--- src/common/rv_defs.svh ---
`ifndef RV_DEFS_SVH
`define RV_DEFS_SVH

//////////////////////////////
// Datapath widths
//////////////////////////////

// Data and instruction width
`define WORD_SIZE 32

// Architectural registers, x0 included
`define NUM_REGS 32

// Bits needed to pick one register
`define REG_SEL 5

//////////////////////////////
// RV32I major opcodes
//////////////////////////////

// Upper immediate group
`define OPC_LUI    7'b0110111   // Load upper immediate
`define OPC_AUIPC  7'b0010111   // PC plus upper immediate

// Control transfer
`define OPC_JAL    7'b1101111   // Jump and link, J format
`define OPC_JALR   7'b1100111   // Register indirect jump, I format
`define OPC_BRANCH 7'b1100011   // Conditional branches, B format

// Memory access
`define OPC_LOAD   7'b0000011   // LB LH LW LBU LHU
`define OPC_STORE  7'b0100011   // SB SH SW

// Integer arithmetic
`define OPC_OP_IMM 7'b0010011   // Register and immediate
`define OPC_OP     7'b0110011   // Register and register

// Field positions inside the instruction word
`define OPC_WIDTH  7
`define F3_WIDTH   3
`define F7_WIDTH   7

`endif
--- src/common/rv_pkg.sv ---
`include "rv_defs.svh"

package rv_pkg;

    //////////////////////////////
    // Width carrying types
    //////////////////////////////

    typedef logic [`WORD_SIZE-1:0] word_t;     // Register and bus data
    typedef logic [`WORD_SIZE-1:0] instr_t;    // Raw instruction word
    typedef logic [`REG_SEL-1:0]   reg_sel_t;  // Register index

    //////////////////////////////
    // ALU operation select
    //////////////////////////////

    // Encoding is seen by the execute stage
    typedef enum logic [3:0] {
        ALU_ADD    = 4'd0,
        ALU_SUB    = 4'd1,
        ALU_SLL    = 4'd2,
        ALU_SLT    = 4'd3,
        ALU_SLTU   = 4'd4,
        ALU_XOR    = 4'd5,
        ALU_SRL    = 4'd6,
        ALU_SRA    = 4'd7,
        ALU_OR     = 4'd8,
        ALU_AND    = 4'd9,
        ALU_PASS_B = 4'd10      // Second operand straight through, LUI
    } alu_op_e;

    // Memory access width, same coding as funct3[1:0]
    typedef enum logic [1:0] {
        SIZE_BYTE = 2'b00,
        SIZE_HALF = 2'b01,
        SIZE_WORD = 2'b10
    } data_size_e;

    //////////////////////////////
    // Control bundle
    //////////////////////////////

    // Everything the later stages need from decode
    typedef struct packed {
        alu_op_e    alu_op;      // Operation for execute
        logic       mem_read;    // Load from data memory
        logic       mem_write;   // Store to data memory
        logic       mem_to_reg;  // Write back comes from memory
        logic       reg_write;   // Instruction has a destination
        logic       alu_src;     // Second ALU operand is immd
        logic       branch;      // Conditional branch
        logic       jump;        // JAL or JALR
        data_size_e data_size;   // Load and store width
        logic       data_sign;   // Sign extend the loaded value
    } ctrl_t;

endpackage

--- src/id_stage/id_stage.sv ---
`timescale 1ns/1ps

`include "rv_defs.svh"

module id_stage
    import rv_pkg::*;
(
    input  logic     clk,
    input  logic     reset,

    input  instr_t   instr,       // Word from fetch, held during stalls

    // Write back from the last stage
    input  logic     reg_write,   // Level, sampled on the rising edge
    input  reg_sel_t rd_select,   // Destination register
    input  word_t    rd_data,     // Value to store

    output word_t    immd,        // Sign extended immediate
    output word_t    data1,       // Register at rs1
    output word_t    data2,       // Register at rs2
    output reg_sel_t rd,
    output reg_sel_t rs1,
    output reg_sel_t rs2,
    output ctrl_t    ctrl         // Decoded control bundle
);

    // Source selects go both to the read ports and out of the stage
    reg_sel_t rs1_sel;
    reg_sel_t rs2_sel;

    assign rs1 = rs1_sel;
    assign rs2 = rs2_sel;

    //////////////////////////////
    // Register file
    //////////////////////////////

    regfile registerfile (
        .clk      (clk),
        .reset    (reset),
        // Read side, fully combinational
        .rs1      (rs1_sel),
        .rs1_data (data1),
        .rs2      (rs2_sel),
        .rs2_data (data2),
        // Write back port
        .w_ctrl   (reg_write),
        .w_sel    (rd_select),
        .w_data   (rd_data)
    );

    //////////////////////////////
    // Immediate and decode
    //////////////////////////////

    immd_gen immediategenerator (
        .instr    (instr),
        .immd_out (immd)
    );

    i_decoder instructiondecoder (
        .instr (instr),
        .rs1   (rs1_sel),
        .rs2   (rs2_sel),
        .rd    (rd),
        .ctrl  (ctrl)           // alu_op travels in here
    );

endmodule

--- src/id_stage/i_decoder.sv ---
`timescale 1ns/1ps

`include "rv_defs.svh"

module i_decoder
    import rv_pkg::*;
(
    input  instr_t   instr,
    output reg_sel_t rs1,        // Source select A
    output reg_sel_t rs2,        // Source select B
    output reg_sel_t rd,         // Destination select
    output ctrl_t    ctrl        // Carries alu_op with the rest
);

    logic [`OPC_WIDTH-1:0] opcode;
    logic [`F3_WIDTH-1:0]  funct3;
    logic [`F7_WIDTH-1:0]  funct7;

    //////////////////////////////
    // Field extraction
    //////////////////////////////

    assign opcode = instr[6:0];
    assign rd     = instr[11:7];
    assign funct3 = instr[14:12];
    assign rs1    = instr[19:15];
    assign rs2    = instr[24:20];
    assign funct7 = instr[31:25];

    // funct3 to ALU op for OP and OP_IMM
    // alt is funct7[5], SUB only valid for the register form
    function automatic alu_op_e arith_op(
        input logic [`F3_WIDTH-1:0] f3,
        input logic                 alt,
        input logic                 is_reg
    );
        alu_op_e op;
        case (f3)
            3'b000:  op = (alt && is_reg) ? ALU_SUB : ALU_ADD;
            3'b001:  op = ALU_SLL;
            3'b010:  op = ALU_SLT;
            3'b011:  op = ALU_SLTU;
            3'b100:  op = ALU_XOR;
            3'b101:  op = alt ? ALU_SRA : ALU_SRL;     // Both forms
            3'b110:  op = ALU_OR;
            default: op = ALU_AND;
        endcase
        return op;
    endfunction

    //////////////////////////////
    // Control decode
    //////////////////////////////

    always_comb begin
        ctrl = '0;               // Unknown opcodes stay a no-op

        case (opcode)
            // Register to register arithmetic
            `OPC_OP: begin
                ctrl.alu_op    = arith_op(funct3, funct7[5], 1'b1);
                ctrl.reg_write = 1'b1;
            end

            // Immediate arithmetic, ADDI with negative imm stays ADD
            `OPC_OP_IMM: begin
                ctrl.alu_op    = arith_op(funct3, funct7[5], 1'b0);
                ctrl.reg_write = 1'b1;
                ctrl.alu_src   = 1'b1;
            end

            // Address is rs1 plus imm
            `OPC_LOAD: begin
                ctrl.alu_op     = ALU_ADD;
                ctrl.mem_read   = 1'b1;
                ctrl.mem_to_reg = 1'b1;
                ctrl.reg_write  = 1'b1;
                ctrl.alu_src    = 1'b1;
                ctrl.data_size  = data_size_e'(funct3[1:0]);
                ctrl.data_sign  = ~funct3[2];          // LBU and LHU clear it
            end

            `OPC_STORE: begin
                ctrl.alu_op    = ALU_ADD;
                ctrl.mem_write = 1'b1;
                ctrl.alu_src   = 1'b1;
                ctrl.data_size = data_size_e'(funct3[1:0]);
            end

            // Compare by subtraction, funct3 picks the condition later
            `OPC_BRANCH: begin
                ctrl.alu_op = ALU_SUB;
                ctrl.branch = 1'b1;
            end

            // Link address written to rd
            `OPC_JAL: begin
                ctrl.alu_op    = ALU_ADD;
                ctrl.reg_write = 1'b1;
                ctrl.alu_src   = 1'b1;
                ctrl.jump      = 1'b1;
            end

            // Target is rs1 plus imm
            `OPC_JALR: begin
                ctrl.alu_op    = ALU_ADD;
                ctrl.reg_write = 1'b1;
                ctrl.alu_src   = 1'b1;
                ctrl.jump      = 1'b1;
            end

            `OPC_LUI: begin
                ctrl.alu_op    = ALU_PASS_B;          // Immediate straight to rd
                ctrl.reg_write = 1'b1;
                ctrl.alu_src   = 1'b1;
            end

            `OPC_AUIPC: begin
                ctrl.alu_op    = ALU_ADD;             // PC plus upper imm
                ctrl.reg_write = 1'b1;
                ctrl.alu_src   = 1'b1;
            end

            // FENCE, SYSTEM and anything else
            default: ctrl = '0;
        endcase
    end

endmodule

--- src/id_stage/immd_gen.sv ---
`timescale 1ns/1ps

`include "rv_defs.svh"

module immd_gen
    import rv_pkg::*;
(
    input  instr_t instr,
    output word_t  immd_out      // Sign extended from instr[31]
);

    logic [`OPC_WIDTH-1:0] opcode;
    logic                  sign;

    assign opcode = instr[6:0];
    assign sign   = instr[31];   // Every format keeps its sign here

    //////////////////////////////
    // Layout select
    //////////////////////////////

    always_comb begin
        case (opcode)
            // I layout, imm[11:0] in the top twelve bits
            `OPC_OP_IMM,
            `OPC_LOAD,
            `OPC_JALR: begin
                immd_out = {{20{sign}}, instr[31:20]};
            end

            // S layout, split around rd field
            `OPC_STORE: begin
                immd_out = {{20{sign}}, instr[31:25], instr[11:7]};
            end

            // B layout, halfword offset
            `OPC_BRANCH: begin
                immd_out = {{19{sign}}, sign, instr[7], instr[30:25],
                            instr[11:8], 1'b0};
            end

            // U layout, low twelve bits zero
            `OPC_LUI,
            `OPC_AUIPC: begin
                immd_out = {instr[31:12], 12'b0};
            end

            // J layout, scrambled twenty bit offset
            `OPC_JAL: begin
                immd_out = {{11{sign}}, sign, instr[19:12], instr[20],
                            instr[30:21], 1'b0};
            end

            default: immd_out = '0;      // R format and unknown
        endcase
    end

endmodule

--- src/id_stage/regfile.sv ---
`timescale 1ns/1ps

`include "rv_defs.svh"

module regfile
    import rv_pkg::*;
(
    input  logic     clk,
    input  logic     reset,
    input  reg_sel_t rs1,        // Read port A select
    input  reg_sel_t rs2,        // Read port B select
    output word_t    rs1_data,
    output word_t    rs2_data,
    input  logic     w_ctrl,     // Write enable
    input  reg_sel_t w_sel,      // Write select
    input  word_t    w_data
);

    word_t regs [`NUM_REGS];

    // Synchronous write, x0 never updated
    always_ff @(posedge clk) begin
        if (reset) begin
            for (int i = 0; i < `NUM_REGS; i++) begin
                regs[i] <= '0;          // Whole array cleared
            end
        end else if (w_ctrl && (w_sel != '0)) begin
            regs[w_sel] <= w_data;
        end
    end

    // Reads are asynchronous
    // No bypass, a same cycle read sees the old value
    assign rs1_data = (rs1 == '0) ? '0 : regs[rs1];
    assign rs2_data = (rs2 == '0) ? '0 : regs[rs2];

endmodule

--- config.mk ---
export PLATFORM = sky130hd
export DESIGN_NAME = id_stage
export DESIGN_NICKNAME = d
export VERILOG_FILES = /design/src/common/rv_pkg.sv /design/src/id_stage/id_stage.sv /design/src/id_stage/i_decoder.sv /design/src/id_stage/immd_gen.sv /design/src/id_stage/regfile.sv
export VERILOG_INCLUDE_DIRS = /design/src /design/src/common
export SDC_FILE = /design/constraint.sdc
export NUM_CORES = 2
export LEC_CHECK = 0
export BUFFER_PORTS_ARGS = -buffer_cell sky130_fd_sc_hd__buf_2
export CORE_UTILIZATION = 50
export DETAILED_ROUTE_END_ITERATION = 8
export PLACE_DENSITY_LB_ADDON = 0.12
export SLEW_MARGIN = 30
export SYNTH_ARGS = -nofsm -noshare
export SYNTH_HDL_FRONTEND = slang
export SYNTH_SLANG_ARGS = --single-unit
--- constraint.sdc ---
create_clock -name clk -period 3.1 [get_ports clk]
set_input_delay 0.155 -clock clk [delete_from_list [all_inputs] [get_ports clk]]
set_output_delay 0.155 -clock clk [all_outputs]
set_load 0.005 [all_outputs]
==> flow_summary.json <==
{
  "finalNetCount": 3954,
  "worst_pin_slew_ns": 0.820,
  "viasPerCell": 6.66,
  "critPathLaunch": "registerfile.regs[30][23]",
  "cts_buffer_depth": 3,
  "netlist_instances": 3742,
  "largest_register_ffs": 1024,
  "fill_cells": 8632,
  "drc_errors": 0,
  "worstPathRequired_ns": 2.94,
  "async_reset_ff_share_pct": 0,
  "cp_num_cells": 5,
  "multi_input_area_um2": 22700,
  "cpLargestDelayFamily": "compound AO/OA/AOI/OAI gates",
  "cp_max_fo": 2,
  "cp_slowest_stage_delay_ns": 0.56,
  "hold_viol": 0,
  "cts_buffers": 112,
  "grt_usage_pct": 34.2,
  "hold_path.class": "primary input to register",
  "endpoint": "data1[23]",
  "ys_warn_count": 0,
  "io_buffers": 196,
  "hpwl_um": 117000,
  "tritoncts": "done",
  "area_growth_pct": 12.4,
  "root_buffer": "clkbuf_16",
  "critPathBufInv": 1,
  "synth_area_per_cell_um2": 14.8,
  "final_util_pct": 56.9,
  "core-area_um2": 109000,
  "regArea_um2": 30700,
  "vias": 36400,
  "row_count": 121,
  "drive_gt1_share_pct": 28.0,
  "synth_edf_count": 1024,
  "firstDrtPassIters": 6,
  "critPathKind": "register to output pin",
  "final_area_um2": 62200,
  "drv_slew": 0,
  "fmax_mhz": 330,
  "gp_congestion": 0.893,
  "gr-total-overflow": 0,
  "top_regs": "registerfile.regs x1024",
  "crit_path_end_kind": "output pin",
  "clk_pin_slew_worst_paths_ns": 0.06,
  "avgRoutedWirePerCell_um": 35.0,
  "drv_cap": 0,
  "top_register": "registerfile.regs",
  "htreeDepth": 3,
  "setup_viol": 0,
  "cp.arrival_ns": 2.88,
  "worstSetupStartpointType": "register",
  "io_pins": 197,
  "crit_chain": "mux4_2 -> a22o_1 -> a211oi_1 -> nor3_1 -> buf_2",
  "seq_area_frac_synth_pct": 55.6,
  "dpl_worst_slack_ns": 0.507,
  "grt_pass1_wl_um": 270000,
  "postRouteAntennaNets": 0,
  "grt_max_degree": 59,
  "synth.distinct_cells": 57,
  "final.setup.tns_ns": 0,
  "die-area_um2": 112000,
  "cts_num_sinks": 1024,
  "synth_seq_cells": 1024,
  "wirelength_um": 191000,
  "peakVddDrop_v": 0.000433,
  "cp_slowest_cell": "a211oi_1",
  "rsz0062_at_grt": "no",
  "ys.flop_type": "edfxtp_1",
  "synth_area_um2": 55400,
  "placed_area_um2": 58600,
  "antenna_found_initial": 23,
  "die_x_um": 335,
  "fp.dieH_um": 335,
  "relSlewSlack_pct": 45.3,
  "initial_utilization_pct": 50.6,
  "hold-worst-slack_ns": 0.0832,
  "min_period_ns": 3.03,
  "outcome": "complete, no violations",
  "worst_slack_ns": 0.0697,
  "ctsResizeCount": 0,
  "grt_pass1_vias": 36800,
  "first_iter_violations": 5057,
  "post-route-period-util_pct": 97.8,
  "power.leakage_nw": 22.3,
  "p_per_area_nw_per_um2": 544
}
==> layout make-up <==
cell class,count,share of cell area (%)
flip-flops and latches,1024,49.4
multi-input cells,2321,36.5
repair buffers,418,5.32
clock buffers,143,4.76
well taps,1476,2.97
clock inverters,62,0.933
inverters,5,0.0382
diodes,8,0.0322
==> worst min path at each step <==
stage,start,to,slack (ns),depth (start not counted)
3_3_place_gp,instr[10],rd[3],0.49,2
3_5_place_dp,instr[8],rd[1],0.49,2
6_report,rd_data[21],registerfile.regs[6][21],0.08,2
4_1_cts,rd_data[21],registerfile.regs[15][21],0.04,2
2_1_floorplan,rd_data[31],registerfile.regs[1][31],0.35,1
5_1_grt,rd_data[14],registerfile.regs[9][14],0.08,2
==> synth_stat cells (4+ instances only) <==
| cell type | instances | area, um2 |
|---|---|---|
| mux2i_1 | 219 | 2190 |
| buf_1 | 11 | 41.3 |
| clkbuf_1 | 284 | 1070 |
| mux2_2 | 60 | 676 |
| buf_4 | 41 | 308 |
| buf_8 | 10 | 150 |
| a22oi_1 | 66 | 495 |
| nor3_1 | 33 | 165 |
| edfxtp_1 | 1024 | 30700 |
| a221o_1 | 32 | 320 |
| inv_1 | 4 | 15.0 |
| a221oi_1 | 67 | 587 |
| buf_6 | 21 | 236 |
| a31oi_1 | 33 | 206 |
| a21o_1 | 20 | 150 |
| a211oi_2 | 4 | 50.1 |
| o21ai_1 | 6 | 30.0 |
| nand3b_1 | 6 | 45.0 |
| or2_2 | 32 | 200 |
| o21ai_0 | 37 | 185 |
| and3_1 | 28 | 175 |
| a211oi_1 | 32 | 240 |
| nor2b_1 | 10 | 62.6 |
| o221ai_1 | 31 | 272 |
| buf_2 | 53 | 265 |
| mux4_2 | 406 | 9140 |
| nor2_1 | 46 | 173 |
| a22o_1 | 31 | 272 |
| nand2_1 | 38 | 143 |
| and2_1 | 1008 | 6310 |
| a21oi_1 | 8 | 40.0 |
==> through the flow <==
step / instances / total power [W]
2_1_floorplan: 3773 / 0.0190
3_3_place_gp: 5243 / 0.0207
3_5_place_dp: 5243 / 0.0208
4_1_cts: 5449 / 0.0339
5_1_grt: 5451 / 0.0347
6_report: 5457 / 0.0339
==> where the power goes <==
group          total [W]  internal, W  switching (W)
Clock             0.0132      0.00761        0.00562
Sequential        0.0164       0.0160       0.000416
Combinational    0.00422      0.00177        0.00244
Total             0.0339       0.0254        0.00848
==> per-layer routing <==
metal	part of all wire (%)	wire length, um	global-route usage, %
met5	0.075	143	0
met2	47	89100	53.9
met3	9.9	19000	7.43
met4	5.5	10500	16.5
met1	38	72500	45.1
==> layout by cell type, fill, tap and decap left out, types with 33 or more instances in the layout <==
| cell type | instances |
|---|---|
| clkbuf_16 | 114 |
| a31oi_1 | 33 |
| o21ai_0 | 37 |
| a22oi_1 | 66 |
| mux2i_1 | 219 |
| nand2_1 | 38 |
| buf_4 | 173 |
| mux2_2 | 60 |
| buf_12 | 49 |
| edfxtp_1 | 1024 |
| buf_2 | 191 |
| nor3_1 | 33 |
| a221oi_1 | 67 |
| mux4_2 | 406 |
| and2_1 | 1008 |
==> cells by family after synthesis <==
group,synth area share (%)
AND/OR/NAND/NOR,13.6
other,0.00677
flip-flops,55.6
buffers and inverters,3.88
multiplexers,21.7
AO/OA/AOI/OAI,5.26
==> what timing repair did <==
action / CTS / global route
hold buffers: 1 / 0
setup buffers: 0 / 0
endpoints found under the hold margin: 11 / 0
(Power assumes the default switching activity.)
